**config.mk**
```make
export PLATFORM = sky130hd
export DESIGN_NAME = avl_master
export DESIGN_NICKNAME = d
export VERILOG_FILES = /design/src/common/avl_consts.svh /design/src/common/avl_pkg.sv /design/src/avl/avl_master.sv
export SDC_FILE = /design/constraint.sdc
export NUM_CORES = 1
export LEC_CHECK = 0
export ABC_AREA = 0
export BUFFER_PORTS_ARGS = -buffer_cell sky130_fd_sc_hd__buf_2
export CAP_MARGIN = 25
export CORE_MARGIN = 2
export CORE_UTILIZATION = 41
export DETAILED_ROUTE_END_ITERATION = 7
export PLACE_DENSITY_LB_ADDON = 0.15
export SLEW_MARGIN = 10
export SYNTH_ARGS = -nofsm -noshare
export SYNTH_HDL_FRONTEND = slang
export SYNTH_SLANG_ARGS = --single-unit
```
**constraint.sdc**
```tcl
create_clock -name clk -period 4.1 [get_ports clk]
set_clock_uncertainty 0.15 [all_clocks]
set_input_delay 0.41 -clock clk [delete_from_list [all_inputs] [get_ports clk]]
set_output_delay 0.41 -clock clk [all_outputs]
set_load 0.02 [all_outputs]
```
**src/common/avl_consts.svh**
```systemverilog
`ifndef AVL_CONSTS_SVH
`define AVL_CONSTS_SVH

// on-chip ram, 1024 words from address 0.
`define AVL_RAM_BASE 32'h0000_0000
`define AVL_RAM_WORDS 1024
`define AVL_RAM_AW 10
`define AVL_RAM_BYTES 32'h0000_1000

// register block, 16 byte window.
`define AVL_TIMER_BASE 32'h1000_0000
`define AVL_TIMER_BYTES 32'h0000_0010

// register offsets inside the window.
`define AVL_TIMER_COUNT_OFS 4'h0
`define AVL_TIMER_SCRATCH_OFS 4'h4

// avalon response codes.
`define AVL_RESP_OKAY 2'b00
`define AVL_RESP_DECODEERROR 2'b11

// read data for unmapped addresses.
`define AVL_DECERR_DATA 32'hdead_beef

`endif

```
**src/common/avl_pkg.sv**
```systemverilog
package avl_pkg;

  //////////////////////////////////////////////////
  // core memory port
  //////////////////////////////////////////////////

  // wstrb of zero marks a load.
  typedef struct packed {
    logic [31:0] addr;
    logic [31:0] wdata;
    logic [3:0]  wstrb;
  } mem_req_t;

  typedef struct packed {
    logic [31:0] rdata;
    logic        err;
  } mem_rsp_t;

  //////////////////////////////////////////////////
  // avalon-mm
  //////////////////////////////////////////////////

  // master to slave.
  typedef struct packed {
    logic [31:0] address;
    logic [3:0]  byteenable;
    logic        read;
    logic        write;
    logic [31:0] writedata;
  } avl_cmd_t;

  // slave to master.
  typedef struct packed {
    logic [31:0] readdata;
    logic [1:0]  response;
    logic        waitrequest;
    logic        readdatavalid;
    logic        writeresponsevalid;
  } avl_rsp_t;

  //////////////////////////////////////////////////
  // control
  //////////////////////////////////////////////////

  typedef enum logic [1:0] {
    idle,
    load,
    store
  } bridge_state_t;

  typedef enum logic [1:0] {
    slave_ram,
    slave_timer,
    slave_none
  } avl_slave_t;

endpackage

```
**src/avl/avl_master.sv**
```systemverilog
`timescale 1ns/1ps

module avl_master (
  input  logic                clk,
  input  logic                rst,
  input  logic                req_valid,
  input  avl_pkg::mem_req_t   req,
  output logic                rsp_ready,
  output avl_pkg::mem_rsp_t   rsp,
  output avl_pkg::avl_cmd_t   cmd,
  input  avl_pkg::avl_rsp_t   cmd_rsp
);

  import avl_pkg::*;

  bridge_state_t state;
  avl_cmd_t      cmd_q;
  logic          is_store;
  logic          done;

  assign is_store = |req.wstrb;

  //////////////////////////////////////////////////
  // state and command registers
  //////////////////////////////////////////////////

  always_ff @(posedge clk) begin
    if (!rst) begin
      state       <= idle;
      cmd_q.read  <= 1'b0;
      cmd_q.write <= 1'b0;
    end else begin
      case (state)
        idle: begin
          // req_valid only counts here.
          if (req_valid) begin
            cmd_q.read  <= ~is_store;
            cmd_q.write <= is_store;
            state       <= is_store ? store : load;
          end
        end
        load, store: begin
          // drop the strobe once the slave has taken it.
          if (!cmd_rsp.waitrequest) begin
            cmd_q.read  <= 1'b0;
            cmd_q.write <= 1'b0;
          end
          if (done) begin
            state <= idle;
          end
        end
        default: begin
          state <= idle;
        end
      endcase
    end
  end

  // address and data only change when a request is taken.
  always_ff @(posedge clk) begin
    if (state == idle && req_valid) begin
      cmd_q.address    <= req.addr;
      cmd_q.writedata  <= req.wdata;
      cmd_q.byteenable <= is_store ? req.wstrb : 4'hf;
    end
  end

  assign cmd = cmd_q;

  //////////////////////////////////////////////////
  // core response
  //////////////////////////////////////////////////

  always_comb begin
    case (state)
      load:    done = cmd_rsp.readdatavalid;
      store:   done = cmd_rsp.writeresponsevalid;
      default: done = 1'b0;
    endcase
  end

  assign rsp_ready = done;

  // any code other than okay is an error.
  always_comb begin
    rsp.rdata = cmd_rsp.readdata;
    rsp.err   = |cmd_rsp.response;
  end

endmodule

```
==> metrics.txt <==
IO Pins ~210; actual slew at the worst max-slew pin roughly 0.67 ns; clock transition at the registers of the reported paths around 0.08 ns; TritonCTS Buffers 9; Seq cells post-synth between 70 and 80; global router's overall resource usage approximately 16%; Min Clock Period, post-route about 2.2 ns; final cycle utilization of the critical path between 50 and 60%; placed insts around 330; Crit path largest cell delay 0.61 ns; Synth Instances roughly 140; final worst slack roughly 1.9 ns; highest net fanout along the worst path 55; fin util ~56%; die area 6970 um^2; Vias per Instance approximately 4.5; required time of the critical path around 4.2 ns; GR Overflow Total 0; Netlist cell types 23; drt wl/cell between 15 and 20 um; critical path capture point type register; critical path cell sequence inv_1 -> ha_1 -> and2_2 -> buf_4 -> nor3b_1 -> o21a_1; crit path DAT roughly 2.4 ns; part of the Yosys area used for sequential elements 81.9%; Leakage 1.45 nW; status finished clean; R2R Path Start state[1]; Max-cap violations 0; DRT iter0 DRCs 80; root buffer selected by CTS clkbuf_8; Post-CTS Setup Repair Bufs 0; # resized after CTS 0; DRC 0; ANT cells 0; Setup TNS 0 ns; DP HPWL around 4300 um; post-route cell area ~3400 um^2; Min-Delay Path Class input pin to register; die height 83.5 um; core box area 6030 um^2; Worst IR Drop VDD roughly 340 uV; crit path kind register to register; Fmax achieved about 450 MHz; Pwr Density around 490 nW/um^2; hold buffers post-CTS 0; Final Hold Fails 0; Mapped Area between 2000 and 3000 um^2; share of post-route cells with drive strength above 1 64.0%; clk sink count between 70 and 80; drt first pass iters 4; placed inst area about 3200 um^2; vias in the first global route between 1.5k and 2k; Syn Area/Cell roughly 19 um^2; starting density of the core 43.0%; Post-Route WL ~5600 um; largest net degree at the start of global routing between 50 and 60; WHS between 0.09 and 0.1 ns; DR vias around 1.5k; Max H-tree Level 3; Area Overhead vs Synth 30.5%; first-pass GRT wire length 8420 um; Ys Warns 0; origin of the worst setup path state[1]; Hold Startpoint req[37]; Slew HR approximately 55%; Die X between 80 and 90 um; RSZ-0062 raised after global routing false; syn nets 247; row count 28; clk_lat worst skew about 0.33 ns; pre-CTS WS approximately 1.9 ns; total power approximately 1.6 mW; Worst path slowest cell buf_4; max-slew violations 0; Clock Path Buffers 2; Startpoint Class register; CTS tree built; Post-Layout Cell Count approximately 340; initial antenna violation count 0; routability cong. 0.723; layout net count 373; Port-buffer cells between 100 and 150; Final setup viols 0; Final ANT Viol Nets 0
[critical path: cells and delay by family (launching register included)]
family	cells	cell delay, ns
AO/OA/AOI/OAI	1	0.14
AND/OR/NAND/NOR	2	0.66
flip-flops	1	0.33
buffers and inverters	2	0.69
adder cells (fa/ha/maj)	1	0.17
[sequential cells by signal, indices dropped and copies added, names as in the netlist]
name,flops
state,2
cmd,70
[layout make-up]
| type | instances | area [um^2] |
|---|---|---|
| Clock buffer | 9 | 124 |
| Sequential cell | 72 | 2120 |
| Multi-Input combinational cell | 29 | 216 |
| Timing Repair Buffer | 148 | 743 |
| Fill cell | 516 | 2650 |
| Inverter | 2 | 7.51 |
| Clock inverter | 7 | 72.6 |
| Tap cell | 75 | 93.8 |
[per-layer routing]
layer,vias to the layer above,share of wire (%),global-route usage (%)
met5,-,0,0
met4,0,1.9,7.92
met3,12,16,9.89
met2,136,47,25.7
met1,680,35,16.6
li1,721,-,-
[kinds of logic after synthesis]
family | share of synthesized area (%)
flops | 81.9
buf+inv | 9.76
simple gates | 4.59
compound gates | 2.27
fa+ha+maj | 1.45
[final timing paths]
| kind | slack (ns) | cells past startpoint | to |
|---|---|---|---|
| worst max register to register | 1.87 | 6 | cmd[32] |
| worst min register to register | 0.32 | 2 | cmd[33] |
| worst max-delay path | 1.87 | 6 | cmd[32] |
| worst min-delay path | 0.09 | 1 | cmd[39] |
[cells in the mapped netlist, drive strengths merged]
cell type | instances | area, um^2
edfxtp | 68 | 2040
buf | 33 | 245
or2 | 5 | 31.3
dfxtp | 4 | 80.1
and2 | 3 | 18.8
ha | 3 | 37.5
nand2 | 3 | 11.3
inv | 2 | 7.51
nor2b | 2 | 12.5
a21boi | 1 | 7.51
a21oi | 1 | 5.00
a22oi | 1 | 7.51
nand3 | 1 | 5.00
nand3b | 1 | 7.51
nor2 | 1 | 3.75
nor3b | 1 | 7.51
nor4 | 1 | 21.3
o21a | 1 | 7.51
o22ai | 1 | 6.26
o31a | 1 | 8.76
o31ai | 1 | 7.51
o32ai | 1 | 8.76
[layout by cell type (no fill, tap or decap), types with 2 or more instances in the layout]
cell type,count
buf_2,147
edfxtp_1,68
clkbuf_8,9
or2_2,5
dfxtp_1,4
nand2_1,3
ha_1,3
inv_1,2
nor2b_1,2
and2_1,2
clkinv_4,2
clkinvlp_4,2
clkinv_2,2
[power by group]
part	total (mW)	leakage [nW]	internal, mW	switching, mW
Combinational	0.216	0.666	0.0743	0.142
Sequential	0.891	0.687	0.878	0.0135
Clock	0.536	0.0952	0.280	0.255
Note: power is estimated with default switching activity, not from simulation.
