## src/common/avl_consts.svh

```systemverilog
`ifndef AVL_CONSTS_SVH
`define AVL_CONSTS_SVH

// on-chip ram, 1024 words from address 0.
`define AVL_RAM_BASE 32'h0000_0000
`define AVL_RAM_WORDS 1024
`define AVL_RAM_AW 10
`define AVL_RAM_BYTES 32'h0000_1000

// register block, 16 byte window.
`define AVL_TIMER_BASE 32'h1000_0000
`define AVL_TIMER_BYTES 32'h0000_0010

// register offsets inside the window.
`define AVL_TIMER_COUNT_OFS 4'h0
`define AVL_TIMER_SCRATCH_OFS 4'h4

// avalon response codes.
`define AVL_RESP_OKAY 2'b00
`define AVL_RESP_DECODEERROR 2'b11

// read data for unmapped addresses.
`define AVL_DECERR_DATA 32'hdead_beef

`endif

```

## src/common/avl_pkg.sv

```systemverilog
package avl_pkg;

  //////////////////////////////////////////////////
  // core memory port
  //////////////////////////////////////////////////

  // wstrb of zero marks a load.
  typedef struct packed {
    logic [31:0] addr;
    logic [31:0] wdata;
    logic [3:0]  wstrb;
  } mem_req_t;

  typedef struct packed {
    logic [31:0] rdata;
    logic        err;
  } mem_rsp_t;

  //////////////////////////////////////////////////
  // avalon-mm
  //////////////////////////////////////////////////

  // master to slave.
  typedef struct packed {
    logic [31:0] address;
    logic [3:0]  byteenable;
    logic        read;
    logic        write;
    logic [31:0] writedata;
  } avl_cmd_t;

  // slave to master.
  typedef struct packed {
    logic [31:0] readdata;
    logic [1:0]  response;
    logic        waitrequest;
    logic        readdatavalid;
    logic        writeresponsevalid;
  } avl_rsp_t;

  //////////////////////////////////////////////////
  // control
  //////////////////////////////////////////////////

  typedef enum logic [1:0] {
    idle,
    load,
    store
  } bridge_state_t;

  typedef enum logic [1:0] {
    slave_ram,
    slave_timer,
    slave_none
  } avl_slave_t;

endpackage

```

## src/avl/avl_decoder.sv

```systemverilog
`timescale 1ns/1ps
`include "avl_consts.svh"

module avl_decoder (
  input  logic              clk,
  input  logic              rst,
  input  avl_pkg::avl_cmd_t cmd,
  output avl_pkg::avl_rsp_t cmd_rsp,
  output avl_pkg::avl_cmd_t ram_cmd,
  input  avl_pkg::avl_rsp_t ram_rsp,
  output avl_pkg::avl_cmd_t timer_cmd,
  input  avl_pkg::avl_rsp_t timer_rsp
);

  import avl_pkg::*;

  avl_slave_t  sel;
  logic [31:0] ram_ofs;
  logic [31:0] timer_ofs;
  logic        derr_rdv;
  logic        derr_wrv;
  avl_rsp_t    derr_rsp;

  // offsets wrap below the base, so one compare covers each range.
  assign ram_ofs   = cmd.address - `AVL_RAM_BASE;
  assign timer_ofs = cmd.address - `AVL_TIMER_BASE;

  always_comb begin
    if (ram_ofs < `AVL_RAM_BYTES) begin
      sel = slave_ram;
    end else if (timer_ofs < `AVL_TIMER_BYTES) begin
      sel = slave_timer;
    end else begin
      sel = slave_none;
    end
  end

  //////////////////////////////////////////////////
  // command fan-out
  //////////////////////////////////////////////////

  always_comb begin
    ram_cmd         = cmd;
    ram_cmd.read    = cmd.read & (sel == slave_ram);
    ram_cmd.write   = cmd.write & (sel == slave_ram);
    timer_cmd       = cmd;
    timer_cmd.read  = cmd.read & (sel == slave_timer);
    timer_cmd.write = cmd.write & (sel == slave_timer);
  end

  //////////////////////////////////////////////////
  // decode-error responder
  //////////////////////////////////////////////////

  always_ff @(posedge clk) begin
    if (!rst) begin
      derr_rdv <= 1'b0;
      derr_wrv <= 1'b0;
    end else begin
      derr_rdv <= cmd.read & (sel == slave_none);
      derr_wrv <= cmd.write & (sel == slave_none);
    end
  end

  always_comb begin
    derr_rsp.readdata           = `AVL_DECERR_DATA;
    derr_rsp.response           = `AVL_RESP_DECODEERROR;
    derr_rsp.waitrequest        = 1'b0;
    derr_rsp.readdatavalid      = derr_rdv;
    derr_rsp.writeresponsevalid = derr_wrv;
  end

  // the master holds the address, so sel is still valid at the response.
  always_comb begin
    case (sel)
      slave_ram:   cmd_rsp = ram_rsp;
      slave_timer: cmd_rsp = timer_rsp;
      default:     cmd_rsp = derr_rsp;
    endcase
  end

endmodule

```

## config.mk

```make
export PLATFORM = sky130hd
export DESIGN_NAME = avl_decoder
export DESIGN_NICKNAME = d
export VERILOG_FILES = /design/src/common/avl_pkg.sv /design/src/avl/avl_decoder.sv
export VERILOG_INCLUDE_DIRS = /design/src /design/src/common
export SDC_FILE = /design/constraint.sdc
export NUM_CORES = 1
export LEC_CHECK = 0
export BUFFER_PORTS_ARGS = -buffer_cell sky130_fd_sc_hd__buf_4
export CAP_MARGIN = 0
export CORE_AREA = 4 4 125 127
export CTS_CLUSTER_DIAMETER = 120
export DETAILED_ROUTE_END_ITERATION = 10
export DIE_AREA = 0 0 129 131
export SLEW_MARGIN = 20
export SYNTH_ARGS = -nofsm -noshare
export SYNTH_HDL_FRONTEND = slang
export SYNTH_SLANG_ARGS = --single-unit
```

## constraint.sdc

```tcl
create_clock -name clk -period 4.2 [get_ports clk]
set_clock_uncertainty 0.1 [all_clocks]
set_input_delay 0.21 -clock clk [delete_from_list [all_inputs] [get_ports clk]]
set_output_delay 0.21 -clock clk [all_outputs]
set_load 0.02 [all_outputs]
```

==> flow_summary.ini <==
[power]
worst_ir_drop_vdd_mv = 0.0640
static-leakage-power_nw = 1.17
total_power_w = 0.000361
power_density_nw_per_um2 = 146

[layout]
drive_above_1_share = 0.666
num-fill-cells = 1699
layout-area-overhead-vs-synth_pct = 45.4
insertedDiodeCount = 0
post-route-util = 0.172
final_net_count = 462
layout.cells.most_common = buf_4
layout_common_cells = 203 x buf_4, 28 x nand2_1, 26 x o22ai_1

[timing]
highest_achievable_clock_rate_ghz = 0.421
hold_ws_ns = 0.134
slew-limit-headroom = 0.666
setup_viol = 0
final_period_minus_worst_setup_slack_ns = 2.38
unrepaired_setup_endpoints_after_global_routing = no
hold_violations = 0
max_slew.worst_pin.slew_ns = 0.500
layout_worst_path_cycle_share = 0.566
tns_ns = 0
final_max_slew_viol_count = 0

[clock_network]
cts.sink_count = 2
post_cts_resize_count = 0
max-clock-path-buffers = 2
cts-buffers-inserted = 3
count_of_hold_buffers_inserted_by_post_cts_repair = 0
cts.repair_timing.setup_buffer_count = 0
cts_tree = done
cts_root_buffer = clkbuf_16
cts.reportedPaths.clkPinSlew_ns = 0.03
htree_levels = 1

[synthesis]
number_of_flops_mapped_to_enable_cells_by_yosys = 0
ys.flop_type = dfxtp_1
synth_warn = 0
synth_cell_type_count = 20
async_flop_share = 0
netlist_instances = 254
synthesis.area_um2 = 1700
post_synth.cell_area_avg_um2 = 6.70
syn-num-nets = 400
synth_seq_area_share = 0.0235
yosys_register_bits = 2

[drt]
average_wire_per_cell_in_the_routed_design_um = 14.7
wl_mm = 7.31
detail_route.drc_violations = 0
route.detailed.vias_per_inst = 3.55
drt_pass1_iterations = 4
first_iter_violations = 40
drtAntennaViolNets = 0
detailroute.via_count = 1767

[global_routing]
grt-busiest-layer = met2
grtUsageMet2 = 0.127
grtUsageTotal = 0.0726
grt_pass1_wl_mm = 9.32
antenna_found_initial = 0
pin_count_of_the_biggest_net_entering_global_routing = 45
vias_in_the_first_global_route = 1625
grt.met3_usage = 0.0329
grtUsageMet1 = 0.0769
overflow = 0

[die]
die_w_um = 129
floorplan.rows = 44
initial_core_util = 0.118
die_area_um2 = 16900
core_region_area_um2 = 14400
floorplan.die.height_um = 131
num_io_pins = 323

[placed_design]
io_port_bufs = 202
globalplace.congestion = 0.643
dp_hpwl_mm = 6.21

[setup_path]
critPathLaunch = cmd[66]
crit_path_end_kind = output pin
setup.worst_path.start_class = input port
cp_data_required_time_ns = 3.89
critPathArrivalTime_ns = 2.07
criticalPathCategory = input port to output pin
timing.critical_path.fanout_max = 44

[flow_run]
max_cap_viol_count = 0

[min_path]
hp-start = rst
hold_path_class = input port to flip-flop
min_to = derr_rdv$_SDFF_PN0_
min_path_cells = 2

[run_status]
result_of_the_run = finished clean
==> worst max-delay path, cell delays in order <==
cell and delay [ns]:
buf_4 0.39, nand4_4 0.49, a2111o_1 0.63, o2bb2ai_1 0.15
buf_4 0.17
==> synth_stat cells, types with 2 or more instances <==
master / instances / area [µm²]
dfxtp_1: 2 / 40.0
nor2_1: 11 / 41.3
buf_4: 136 / 1020
nor4_1: 4 / 25.0
and3_1: 4 / 25.0
o2bb2ai_1: 2 / 17.5
or3_1: 2 / 12.5
o22ai_1: 26 / 163
buf_2: 3 / 15.0
nor2b_1: 11 / 68.8
nand2_1: 28 / 105
a21oi_1: 11 / 55.1
clkbuf_1: 4 / 15.0
buf_1: 3 / 11.3
nor3b_1: 2 / 15.0
==> registers in the layout, indices dropped and copies added (netlist names) <==
name,flops
derr_rdv,1
derr_wrv,1
==> cells by family (layout without fill, tap and decap cells) <==
family	count (synthesis)	in the layout	synth area share
AND/OR/NAND/NOR	66	66	0.208
buffers and inverters	146	206	0.624
AO/OA/AOI/OAI	40	40	0.145
flip-flops	2	2	0.0235
==> routing by layer <==
layer  vias up  wire length [µm]  share of wire
li1        832                 -              -
met1       738              2360           0.32
met2       166              3640           0.50
met3        31              1110           0.15
met4         0               203          0.028
met5         -                 0              0
==> worst max path at each step <==
| stage | cells past startpoint | slack (ns) | endpoint |
|---|---|---|---|
| final | 5 | 1.82 | cmd_rsp[1] |
| after floorplan | 3 | 2.29 | ram_cmd[32] |
| after global routing | 5 | 1.64 | cmd_rsp[0] |
| after global placement | 5 | 1.76 | cmd_rsp[1] |
| after CTS | 5 | 1.73 | cmd_rsp[1] |
| after detailed placement | 5 | 1.73 | cmd_rsp[1] |
==> metrics by stage <==
stage / setup WS [ns] / instance area (µm²) / cells
final: 1.82 / 2480 / 498
after global routing: 1.64 / 2480 / 498
after CTS: 1.73 / 2480 / 498
after detailed placement: 1.73 / 2400 / 495
after global placement: 1.76 / 2400 / 495
after floorplan: 2.29 / 1700 / 254
==> power breakdown <==
| part | switching (W) | total (W) | internal, W |
|---|---|---|---|
| Sequential | 0.000000213 | 0.0000204 | 0.0000202 |
| Combinational | 0.0000880 | 0.000198 | 0.000110 |
| Clock | 0.0000209 | 0.000142 | 0.000121 |
| Total | 0.000109 | 0.000361 | 0.000252 |
==> area by class of cell <==
cell class | count | area, µm² | share of cell area
clock buffer | 3 | 75.1 | 0.0303
multi-input combinational | 106 | 607 | 0.245
sequential | 2 | 40.0 | 0.0162
tap | 184 | 230 | 0.0930
timing repair buffer | 203 | 1520 | 0.615
Note: power is estimated with default switching activity, not from simulation.
