## src/common/avl_consts.svh

```systemverilog
`ifndef AVL_CONSTS_SVH
`define AVL_CONSTS_SVH

// on-chip ram, 1024 words from address 0.
`define AVL_RAM_BASE 32'h0000_0000
`define AVL_RAM_WORDS 1024
`define AVL_RAM_AW 10
`define AVL_RAM_BYTES 32'h0000_1000

// register block, 16 byte window.
`define AVL_TIMER_BASE 32'h1000_0000
`define AVL_TIMER_BYTES 32'h0000_0010

// register offsets inside the window.
`define AVL_TIMER_COUNT_OFS 4'h0
`define AVL_TIMER_SCRATCH_OFS 4'h4

// avalon response codes.
`define AVL_RESP_OKAY 2'b00
`define AVL_RESP_DECODEERROR 2'b11

// read data for unmapped addresses.
`define AVL_DECERR_DATA 32'hdead_beef

`endif

```

## src/common/avl_pkg.sv

```systemverilog
package avl_pkg;

  //////////////////////////////////////////////////
  // core memory port
  //////////////////////////////////////////////////

  // wstrb of zero marks a load.
  typedef struct packed {
    logic [31:0] addr;
    logic [31:0] wdata;
    logic [3:0]  wstrb;
  } mem_req_t;

  typedef struct packed {
    logic [31:0] rdata;
    logic        err;
  } mem_rsp_t;

  //////////////////////////////////////////////////
  // avalon-mm
  //////////////////////////////////////////////////

  // master to slave.
  typedef struct packed {
    logic [31:0] address;
    logic [3:0]  byteenable;
    logic        read;
    logic        write;
    logic [31:0] writedata;
  } avl_cmd_t;

  // slave to master.
  typedef struct packed {
    logic [31:0] readdata;
    logic [1:0]  response;
    logic        waitrequest;
    logic        readdatavalid;
    logic        writeresponsevalid;
  } avl_rsp_t;

  //////////////////////////////////////////////////
  // control
  //////////////////////////////////////////////////

  typedef enum logic [1:0] {
    idle,
    load,
    store
  } bridge_state_t;

  typedef enum logic [1:0] {
    slave_ram,
    slave_timer,
    slave_none
  } avl_slave_t;

endpackage

```

## src/hw/avl_timer.sv

```systemverilog
`timescale 1ns/1ps
`include "avl_consts.svh"

module avl_timer (
  input  logic              clk,
  input  logic              rst,
  input  avl_pkg::avl_cmd_t cmd,
  output avl_pkg::avl_rsp_t cmd_rsp
);

  logic [31:0] count;
  logic [31:0] scratch;
  logic [3:0]  ofs;
  logic        hit_count;
  logic        hit_scratch;
  logic [31:0] rd_mux;
  logic [31:0] rdata;
  logic        rdv;
  logic        wrv;

  assign ofs         = {cmd.address[3:2], 2'b00};
  assign hit_count   = (ofs == `AVL_TIMER_COUNT_OFS);
  assign hit_scratch = (ofs == `AVL_TIMER_SCRATCH_OFS);

  //////////////////////////////////////////////////
  // registers
  //////////////////////////////////////////////////

  always_ff @(posedge clk) begin
    if (!rst) begin
      count   <= '0;
      scratch <= '0;
      rdv     <= 1'b0;
      wrv     <= 1'b0;
    end else begin
      // any write to the counter restarts it.
      if (cmd.write && hit_count) begin
        count <= '0;
      end else begin
        count <= count + 32'd1;
      end
      if (cmd.write && hit_scratch) begin
        for (int b = 0; b < 4; b++) begin
          if (cmd.byteenable[b]) begin
            scratch[8*b +: 8] <= cmd.writedata[8*b +: 8];
          end
        end
      end
      rdv <= cmd.read;
      wrv <= cmd.write;
    end
  end

  // unused offsets read as zero.
  always_comb begin
    if (hit_count) begin
      rd_mux = count;
    end else if (hit_scratch) begin
      rd_mux = scratch;
    end else begin
      rd_mux = '0;
    end
  end

  always_ff @(posedge clk) begin
    if (cmd.read) begin
      rdata <= rd_mux;
    end
  end

  always_comb begin
    cmd_rsp.readdata           = rdata;
    cmd_rsp.response           = `AVL_RESP_OKAY;
    cmd_rsp.waitrequest        = 1'b0;
    cmd_rsp.readdatavalid      = rdv;
    cmd_rsp.writeresponsevalid = wrv;
  end

endmodule

```

## config.mk

```make
export PLATFORM = sky130hd
export DESIGN_NAME = avl_timer
export DESIGN_NICKNAME = d
export VERILOG_FILES = /design/src/common/avl_pkg.sv /design/src/hw/avl_timer.sv
export VERILOG_INCLUDE_DIRS = /design/src /design/src/common
export SDC_FILE = /design/constraint.sdc
export NUM_CORES = 1
export LEC_CHECK = 0
export ABC_AREA = 1
export BUFFER_PORTS_ARGS = -buffer_cell sky130_fd_sc_hd__buf_2
export CAP_MARGIN = 15
export CORE_MARGIN = 10
export CORE_UTILIZATION = 33
export DETAILED_ROUTE_END_ITERATION = 6
export PLACE_DENSITY_LB_ADDON = 0.08
export REMOVE_ABC_BUFFERS = 1
export SYNTH_ARGS = -nofsm -noshare
export SYNTH_HDL_FRONTEND = slang
export SYNTH_SLANG_ARGS = --single-unit
```

## constraint.sdc

```tcl
create_clock -name clk -period 1.25 [get_ports clk]
set_input_delay 0.375 -clock clk [delete_from_list [all_inputs] [get_ports clk]]
set_output_delay 0.375 -clock clk [all_outputs]
set_load 0.005 [all_outputs]
```

==> impl_metrics.env, run 1 <==
export IMPL_viasPerCell=4.44
export IMPL_hpwlAfterDp_mm=8.24
export IMPL_clock_latency_ns=0.34
export IMPL_min_period_over_period_pct=101
export IMPL_violations="setup timing"
export IMPL_yosys_top_cells_count="nand2_1 (91), dfxtp_1 (66), inv_1 (66), nor2_1 (56), a21oi_1 (55)"
export IMPL_drt_initial_drc_count=142
export IMPL_grt_start_max_net_pins=34
export IMPL_path_cells="ha_4 -> nand3_4 -> inv_4 -> buf_6 -> nand2_8 -> nor2_4 -> nand3_2 -> nand2_1 -> nor2_1"
export IMPL_synth_top_area_share_pct=31.4
export IMPL_cts_sinks=98
export IMPL_yosysWarnings=0
export IMPL_die_width_um=133
export IMPL_diodes=0
export IMPL_crit_arrival_ns=1.50
export IMPL_design_area_um2=5680
export IMPL_synth_top_cell_by_area="dfxtp_1"
export IMPL_drive_gt1_share_pct=37.4
export IMPL_drc=0
export IMPL_postRouteAntennaNets=0
export IMPL_p_clk_share_pct=40.0
export IMPL_status="complete, but fails checks"
export IMPL_ir_worst_vdd_v=0.000539
export IMPL_power_density_nw_per_um2=1130
export IMPL_cp_slowest_cell="dfxtp_2"
export IMPL_postRouteWirelength_mm=11.1
export IMPL_regToRegStartpoint="count[0]$_SDFF_PP0_"
export IMPL_placed_area_um2=5100
export IMPL_syn_cell_area_um2=4200
export IMPL_grt_use_total_pct=12.9
export IMPL_core_um2=12600
export IMPL_max_stage_delay_ns=0.36
export IMPL_row_count=41
export IMPL_ys_async_sr_fraction_pct=0
export IMPL_cts_root_buffer="clkbuf_16"
export IMPL_cts_hold_buf=0
export IMPL_period_needed_ns=1.27
export IMPL_numPortBuffers=75
export IMPL_vias=3574
export IMPL_hold_class="input pin to flip-flop"
export IMPL_grt_pass1_vias=3670
export IMPL_fin_worst_hold_slack_ns=0.295
export IMPL_ys_seq_area_share_pct=54.3
export IMPL_ios=109
export IMPL_start_util_pct=33.4
export IMPL_fp_dieH_um=133
export IMPL_path_delay_family="simple AND/OR/NAND/NOR gates"
export IMPL_critPathKind="flip-flop to flip-flop"
export IMPL_fin_cells=805
export IMPL_yosysMostFrequentCell="nand2_1"
export IMPL_grt_first_pass_wirelength_mm=18.4
export IMPL_leakagePower_nw=2.16
export IMPL_nets=702
export IMPL_ys_top_cells_by_area="dfxtp_1 (31%), edfxtp_1 (23%), nand2_1 (8.1%), a21oi_1 (6.5%), inv_1 (5.9%)"
export IMPL_synth_edf_count=32
export IMPL_synthFlopType="dfxtp_1"
export IMPL_r2r_end="count[20]$_SDFF_PP0_"
export IMPL_placed_cells=785
export IMPL_cts_tree="yes"
export IMPL_ys_types=26
export IMPL_clk_pin_slew_ns=0.06
export IMPL_place_gp_congestion=0.805
export IMPL_numCtsBuffers=9
export IMPL_combPwrFrac_pct=7.1
export IMPL_hold_viol_final=0
export IMPL_cp_start_kind="flip-flop"
export IMPL_postSynthAreaPerCell_um2=8.28
export IMPL_cts_max_level=3
export IMPL_finalSetupTns_ns=-0.0442
export IMPL_drv_slew=0
export IMPL_area_growth_pct=35.0
export IMPL_fmax_ghz=0.789
export IMPL_p_total_mw=6.43
export IMPL_holdPathEnd="scratch[5]$_SDFFE_PN0P_"
export IMPL_synthCells=508
export IMPL_worstSetupEndpointType="flip-flop"
export IMPL_setup_viol=3
export IMPL_final_setup_worst_slack_ns=-0.0174
export IMPL_antenna_found_initial=0
export IMPL_crit_required_ns=1.48
export IMPL_r2r_worst_path_cells=9
export IMPL_drv_cap=0
export IMPL_die_area_um2=17700
export IMPL_drt_pass1_iter_count=4
export IMPL_synth_seq_cells=98
export IMPL_p_seq_share_pct=52.9
export IMPL_rsz0062_at_grt="true"
export IMPL_hold_start="cmd[5]"
export IMPL_skew_ns=0.00454
export IMPL_r2r_slack_ns=-0.02
export IMPL_hold_depth=3
export IMPL_sw_frac_of_total_pct=22.1
export IMPL_power_switching_mw=1.42
export IMPL_crit_buf_inv=2
export IMPL_max_clock_path_buffers=2
export IMPL_worst_path_max_fanout=5
export IMPL_grt_overflow=0
export IMPL_avgRoutedWirePerCell_um=13.8
export IMPL_intPower_mw=5.01
==> how the worst max path moves through the flow <==
stage                        start                      end  slack (ns)  cells after the start
2_1_floorplan              cmd[40]     count[12]$_SDFF_PP0_       -0.52                      4
3_3_place_gp               cmd[41]  scratch[6]$_SDFFE_PN0P_       -0.23                      7
3_5_place_dp               cmd[41]  scratch[4]$_SDFFE_PN0P_       -0.25                      7
4_1_cts        count[1]$_SDFF_PP0_     count[20]$_SDFF_PP0_       -0.01                      9
5_1_grt        count[1]$_SDFF_PP0_     count[23]$_SDFF_PP0_       -0.10                      8
6_report       count[0]$_SDFF_PP0_     count[20]$_SDFF_PP0_       -0.02                      9
==> flip-flops by register name (all words and copies together), names as in the netlist <==
name / flops
wrv: 1
rdv: 1
count: 32
rdata: 32
scratch: 32
==> cells by family after synthesis <==
group / after synthesis / synth area share [%]
AOI/OAI and AO/OA: 130 / 16.2
xor gates and xnor gates: 3 / 0.625
other: 1 / 0.0892
adders and majority gates: 1 / 0.298
and+or+nand+nor: 184 / 19.6
buffers and inverters: 91 / 8.90
DFF: 98 / 54.3
==> power by group through the flow <==
stage                     sequential, mW  combinational (mW)  clock, mW
final                               3.40               0.456       2.57
after global routing                3.41               0.519       2.78
after CTS                           3.40               0.462       2.67
after detailed placement            3.47               0.453          0
after global placement              3.47               0.447          0
after floorplan                     3.48               0.157          0
==> layout by cell type, fill, tap and decap left out, types with 4 or more instances in the layout <==
| cell | Yosys | routed |
|---|---|---|
| a21oi_1 | 55 | 54 |
| buf_12 | 0 | 4 |
| buf_2 | 5 | 75 |
| buf_4 | 7 | 46 |
| clkbuf_16 | 0 | 9 |
| dfxtp_1 | 66 | 50 |
| dfxtp_2 | 0 | 15 |
| edfxtp_1 | 32 | 32 |
| inv_1 | 66 | 64 |
| inv_2 | 5 | 6 |
| nand2_1 | 91 | 76 |
| nand2_2 | 6 | 19 |
| nand3_1 | 13 | 8 |
| nand3_2 | 4 | 7 |
| nor2_1 | 56 | 35 |
| nor2_2 | 7 | 18 |
| nor2_4 | 4 | 14 |
| o21ai_0 | 44 | 43 |
| o21ai_1 | 12 | 10 |
| o22ai_1 | 17 | 17 |
==> per-layer routing <==
layer | vias to the layer above | track usage [%] | wire [um]
met5 | - | 0 | 0
met4 | 0 | 4.95 | 161
met3 | 11 | 3.56 | 610
met2 | 67 | 19.8 | 4920
met1 | 1605 | 16.6 | 5400
li1 | 1891 | - | -
==> timing repair <==
item / CTS / global route
cloned: 0 / 0
pin swaps: 9 / 14
setup buffers: 3 / 2
resized for setup: 40 / 46
setup endpoints to repair: 21 / 35
==> worst min-delay path: cells and delay by family <==
kind | cells | cell delay, ns
buffers and inverters | 1 | 0.07
AOI/OAI and AO/OA | 2 | 0.16
==> layout make-up <==
| class | instances | area [um^2] |
|---|---|---|
| Tap cell | 172 | 215 |
| Clock inverter | 3 | 15.0 |
| Multi-Input combinational cell | 321 | 1780 |
| Timing Repair Buffer | 128 | 835 |
| Clock buffer | 12 | 256 |
| Fill cell | 1274 | 6890 |
| Inverter | 71 | 269 |
| Sequential cell | 98 | 2300 |
==> through the flow <==
stage / worst slack [ns] / utilization [%]
2_1_floorplan: -0.518 / -
3_3_place_gp: -0.229 / 40.6
3_5_place_dp: -0.250 / 40.6
4_1_cts: -0.0139 / 43.9
5_1_grt: -0.101 / 45.2
6_report: -0.0174 / 45.2
(Power assumes the default switching activity.)
==> inputs of run 2 (changes only) <==
--- a/config.mk
+++ b/config.mk
@@ -12,6 +12,7 @@
 export CORE_MARGIN = 10
 export CORE_UTILIZATION = 33
 export DETAILED_ROUTE_END_ITERATION = 6
+export GPL_TIMING_DRIVEN = 0
 export PLACE_DENSITY_LB_ADDON = 0.08
 export REMOVE_ABC_BUFFERS = 1
 export SYNTH_ARGS = -nofsm -noshare
==> impl_metrics.env, run 2 (synthesis results as in run 1) <==
export IMPL_final_setup_worst_slack_ns=-0.0734
export IMPL_power_density_nw_per_um2=1210
export IMPL_grt_use_total_pct=13.1
export IMPL_max_stage_delay_ns=0.37
export IMPL_start_util_pct=33.4
export IMPL_hold_class="input pin to flip-flop"
export IMPL_ir_worst_vdd_v=0.000592
export IMPL_fp_dieH_um=133
export IMPL_viasPerCell=4.56
export IMPL_drv_slew=0
export IMPL_violations="setup timing"
export IMPL_period_needed_ns=1.32
export IMPL_crit_buf_inv=1
export IMPL_clk_pin_slew_ns=0.06
export IMPL_cts_hold_buf=0
export IMPL_path_cells="ha_4 -> nand3_4 -> inv_4 -> nand2_4 -> nor2_4 -> xor2_1 -> nor2_1"
export IMPL_nets=670
export IMPL_status="complete, but fails checks"
export IMPL_cts_sinks=98
export IMPL_cts_tree="yes"
export IMPL_drc=0
export IMPL_row_count=41
export IMPL_crit_end="count[14]$_SDFF_PP0_"
export IMPL_rsz0062_at_grt="true"
export IMPL_drive_gt1_share_pct=34.9
export IMPL_hold_viol_final=0
export IMPL_r2r_worst_path_cells=7
export IMPL_worstSetupEndpointType="flip-flop"
export IMPL_final_cell_mix="nand2_1 (75), buf_2 (73), inv_1 (63), a21oi_1 (53), dfxtp_1 (45)"
export IMPL_cp_start_kind="flip-flop"
export IMPL_placed_area_um2=4710
export IMPL_slew_headroom_pct=45.3
export IMPL_ios=109
export IMPL_max_clock_path_buffers=2
export IMPL_regToRegStartpoint="count[1]$_SDFF_PP0_"
export IMPL_critPathKind="flip-flop to flip-flop"
export IMPL_core_um2=12600
export IMPL_leakagePower_nw=2.04
export IMPL_r2r_slack_ns=-0.07
export IMPL_die_width_um=133
export IMPL_hpwlAfterDp_mm=7.59
export IMPL_vias=3530
export IMPL_clock_latency_ns=0.35
export IMPL_skew_ns=0.00571
export IMPL_cp_depth=7
export IMPL_diodes=0
export IMPL_setup_worst_path_start="count[1]$_SDFF_PP0_"
export IMPL_pre_cts_ws_ns=-0.868
export IMPL_design_area_um2=5560
export IMPL_fmax_ghz=0.756
export IMPL_drt_pass1_iter_count=4
export IMPL_die_area_um2=17700
export IMPL_tightest_slew_ns=0.821
export IMPL_min_period_over_period_pct=106
export IMPL_numPortBuffers=75
export IMPL_grt_start_max_net_pins=36
export IMPL_numCtsBuffers=9
export IMPL_grt_first_pass_wirelength_mm=18.3
export IMPL_layout_commonest_cell="nand2_1"
export IMPL_setup_viol=9
export IMPL_cts_root_buffer="clkbuf_16"
export IMPL_avgRoutedWirePerCell_um=14.9
export IMPL_place_gp_congestion=0.817
export IMPL_cp_slowest_cell="dfxtp_4"
export IMPL_area_growth_pct=32.2
export IMPL_cts_max_level=3
export IMPL_r2r_end="count[14]$_SDFF_PP0_"
export IMPL_grt_pass1_vias=3619
export IMPL_p_total_mw=6.72
export IMPL_crit_arrival_ns=1.57
export IMPL_drt_initial_drc_count=148
export IMPL_drv_cap=0
export IMPL_crit_required_ns=1.49
export IMPL_worst_path_max_fanout=5
export IMPL_antenna_found_initial=0
export IMPL_top_regs="count (32), rdata (32), scratch (32)"
export IMPL_postRouteAntennaNets=0
export IMPL_postRouteWirelength_mm=11.5
export IMPL_path_delay_family="simple AND/OR/NAND/NOR gates"
export IMPL_nFillCells=1267
export IMPL_grt_overflow=0
==> run 2: cell count changes in the layout (fill, tap and decap cells not counted), moves of 5 or more <==
cell	delta
o21ai_1	+18
nor2_2	-6
nor2_4	+5
o21ai_0	-16
buf_4	-31
dfxtp_1	-5
==> run 2: how the worst min path moves through the flow <==
stage / slack, ns / end / cells past startpoint / startpoint
3_5_place_dp: 0.44 / scratch[25]$_SDFFE_PN0P_ / 2 / scratch[25]$_SDFFE_PN0P_
2_1_floorplan: 0.42 / scratch[17]$_SDFFE_PN0P_ / 2 / scratch[17]$_SDFFE_PN0P_
5_1_grt: 0.31 / scratch[28]$_SDFFE_PN0P_ / 3 / cmd[28]
4_1_cts: 0.29 / scratch[30]$_SDFFE_PN0P_ / 3 / cmd[30]
3_3_place_gp: 0.43 / scratch[26]$_SDFFE_PN0P_ / 2 / scratch[26]$_SDFFE_PN0P_
6_report: 0.29 / scratch[29]$_SDFFE_PN0P_ / 3 / cmd[29]
==> run 2: report_power, final <==
| part | internal [mW] | switching [mW] | total [mW] | leakage [nW] |
|---|---|---|---|---|
| Combinational | 0.205 | 0.281 | 0.486 | 1.01 |
| Sequential | 3.37 | 0.0309 | 3.40 | 0.876 |
| Clock | 1.66 | 1.17 | 2.83 | 0.147 |
==> run 2: tightest hold or removal path, stage by stage <==
cell and delay (ns):
buf_2 0.07, o21ai_1 0.06, a21oi_1 0.10
==> run 2: repair_timing <==
| action | CTS | global route |
|---|---|---|
| resized for setup | 60 | 69 |
| setup buffers | 13 | 6 |
| endpoints found under the hold margin | 0 | 0 |
| cloned | 1 | 0 |
| setup endpoints to repair | 66 | 67 |
| pin swaps | 15 | 16 |
==> run 2: layout make-up <==
class | count | area, um^2 | share of cell area, %
repair buffers | 95 | 578 | 10.4
clock buffers | 14 | 264 | 4.75
multi-input cells | 322 | 1870 | 33.7
well taps | 172 | 215 | 3.87
clock inverters | 2 | 35.0 | 0.630
flip-flops and latches | 98 | 2320 | 41.7
inverters | 71 | 279 | 5.02
==> run 2: per-layer routing <==
layer / vias up / track usage (%) / part of all wire [%]
met4: 0 / 5.50 / 1.6
met1: 1617 / 16.7 / 49
li1: 1837 / - / -
met2: 65 / 20.8 / 45
met5: - / 0 / 0
met3: 11 / 2.84 / 3.6
==> run 2: stage by stage <==
| stage | std cells | utilization (%) | setup TNS, ns | hold slack (ns) |
|---|---|---|---|---|
| 2_1_floorplan | 490 | - | -13.24 | 0.424 |
| 3_3_place_gp | 737 | 37.4 | -90.15 | 0.433 |
| 3_5_place_dp | 738 | 37.5 | -57.53 | 0.439 |
| 4_1_cts | 768 | 42.5 | -0.111 | 0.286 |
| 5_1_grt | 774 | 44.2 | -1.73 | 0.311 |
| 6_report | 774 | 44.2 | -0.233 | 0.288 |
==> inputs of run 3 (changes only) <==
--- a/config.mk
+++ b/config.mk
@@ -11,6 +11,7 @@
 export CAP_MARGIN = 15
 export CORE_MARGIN = 10
 export CORE_UTILIZATION = 33
+export CTS_BUF_LIST = sky130_fd_sc_hd__clkbuf_8 sky130_fd_sc_hd__clkbuf_16
 export DETAILED_ROUTE_END_ITERATION = 6
 export GPL_TIMING_DRIVEN = 0
 export PLACE_DENSITY_LB_ADDON = 0.08
==> constraint.sdc (replaced) <==
create_clock -name clk -period 1.25 [get_ports clk]
set_input_delay 0.375 -clock clk [delete_from_list [all_inputs] [get_ports clk]]
set_output_delay 0.375 -clock clk [all_outputs]
set_load 0.02 [all_outputs]
==> impl_metrics.env, run 3 (synthesis results as in run 1) <==
export IMPL_grt_start_max_net_pins=36
export IMPL_drv_cap=0
export IMPL_r2r_slack_ns=-0.07
export IMPL_crit_arrival_ns=1.56
export IMPL_final_cell_mix="nand2_1 (75), inv_1 (66), a21oi_1 (53), buf_2 (51), dfxtp_1 (45)"
export IMPL_skew_ns=0.00649
export IMPL_ir_worst_vdd_v=0.000580
export IMPL_worst_path_max_fanout=5
export IMPL_critPathKind="flip-flop to flip-flop"
export IMPL_grt_pass1_vias=3618
export IMPL_drt_pass1_iter_count=4
export IMPL_vias=3557
export IMPL_antenna_found_initial=0
export IMPL_finalSetupTns_ns=-0.341
export IMPL_layout_commonest_cell="nand2_1"
export IMPL_cts_sinks=98
export IMPL_drc=0
export IMPL_period_needed_ns=1.32
export IMPL_status="complete, but fails checks"
export IMPL_cts_max_level=3
export IMPL_r2r_end="count[14]$_SDFF_PP0_"
export IMPL_numCtsBuffers=9
export IMPL_r2r_worst_path_cells=7
export IMPL_regToRegStartpoint="count[1]$_SDFF_PP0_"
export IMPL_fin_worst_hold_slack_ns=0.291
export IMPL_power_density_nw_per_um2=1190
export IMPL_nFillCells=1246
export IMPL_place_gp_congestion=0.817
export IMPL_min_period_over_period_pct=106
export IMPL_cts_root_buffer="clkbuf_16"
export IMPL_drive_gt1_share_pct=34.9
export IMPL_grt_overflow=0
export IMPL_holdPathEnd="scratch[29]$_SDFFE_PN0P_"
export IMPL_fmax_ghz=0.757
export IMPL_crit_required_ns=1.49
export IMPL_area_growth_pct=35.5
export IMPL_slew_headroom_pct=45.5
export IMPL_viasPerCell=4.60
export IMPL_hold_depth=3
export IMPL_fp_dieH_um=133
export IMPL_design_area_um2=5700
export IMPL_die_width_um=133
export IMPL_final_setup_worst_slack_ns=-0.0712
export IMPL_clock_latency_ns=0.35
export IMPL_setup_viol=18
export IMPL_die_area_um2=17700
export IMPL_postRouteWirelength_mm=11.5
export IMPL_postRouteAntennaNets=0
export IMPL_numPortBuffers=75
export IMPL_core_um2=12600
export IMPL_start_util_pct=33.4
export IMPL_clk_pin_slew_ns=0.06
export IMPL_avgRoutedWirePerCell_um=14.9
export IMPL_placed_area_um2=4710
export IMPL_post_route_util_pct=45.3
export IMPL_nets=670
export IMPL_ios=109
export IMPL_worstSetupEndpointType="flip-flop"
export IMPL_cp_start_kind="flip-flop"
export IMPL_tightest_slew_ns=0.818
export IMPL_cts_tree="yes"
export IMPL_row_count=41
export IMPL_hold_start="cmd[29]"
export IMPL_leakagePower_nw=2.09
export IMPL_hold_class="input pin to flip-flop"
export IMPL_drv_slew=0
export IMPL_top_regs="count (32), rdata (32), scratch (32)"
export IMPL_hold_viol_final=0
export IMPL_diodes=0
export IMPL_violations="setup timing"
export IMPL_drt_initial_drc_count=164
export IMPL_max_clock_path_buffers=2
export IMPL_grt_first_pass_wirelength_mm=18.5
export IMPL_rsz0062_at_grt="true"
export IMPL_grt_use_total_pct=13.2
export IMPL_hpwlAfterDp_mm=7.59
export IMPL_p_total_mw=6.78
-- run 3: area by class of cell --
cell class / count / area (um^2) / area share [%]
flip-flops and latches: 98 / 2320 / 40.7
inverters: 71 / 279 / 4.90
multi-input cells: 322 / 1870 / 32.9
clock inverters: 5 / 46.3 / 0.813
well taps: 172 / 215 / 3.78
clock buffers: 11 / 253 / 4.44
repair buffers: 95 / 716 / 12.6
-- run 3: worst max path at each step --
stage,endpoint,cells after the start,slack [ns],startpoint
after floorplan,count[12]$_SDFF_PP0_,4,-0.52,cmd[40]
after global placement,count[5]$_SDFF_PP0_,5,-2.07,rst
after detailed placement,scratch[31]$_SDFFE_PN0P_,7,-0.87,cmd[41]
after CTS,count[14]$_SDFF_PP0_,7,-0.04,count[0]$_SDFF_PP0_
after global routing,count[14]$_SDFF_PP0_,7,-0.15,count[1]$_SDFF_PP0_
final,count[14]$_SDFF_PP0_,7,-0.07,count[1]$_SDFF_PP0_
-- run 3: critical path, stage by stage (launching register included) --
cell and delay, ns:
dfxtp_4 0.37, ha_4 0.15, nand3_4 0.09, inv_4 0.10, nand2_4 0.06, nor2_4 0.21
xor2_1 0.17, nor2_1 0.05
-- run 3: where the power goes --
group | total (mW) | switching [mW] | internal (mW)
registers | 3.41 | 0.0377 | 3.37
clock network | 2.79 | 1.15 | 1.64
logic | 0.581 | 0.341 | 0.240
total | 6.78 | 1.53 | 5.25
-- run 3: timing repair --
action / CTS / global route
resized for setup: 82 / 90
hold buffers: 0 / 0
pin swaps: 15 / 16
setup endpoints to repair: 85 / 88
cloned: 1 / 0
buffers inserted: 13 / 6
-- run 3: routing by layer --
layer | vias up | part of all wire (%) | global-route usage [%]
li1 | 1837 | - | -
met3 | 10 | 4.4 | 2.91
met2 | 69 | 46 | 21.0
met5 | - | 0 | 0
met1 | 1641 | 48 | 16.8
met4 | 0 | 1.5 | 5.50
-- run 3: per-stage QoR --
stage / std cells / worst slack [ns]
after global placement: 737 / -2.07
after CTS: 768 / -0.0449
after floorplan: 490 / -0.518
after global routing: 774 / -0.150
after detailed placement: 738 / -0.868
final: 774 / -0.0712
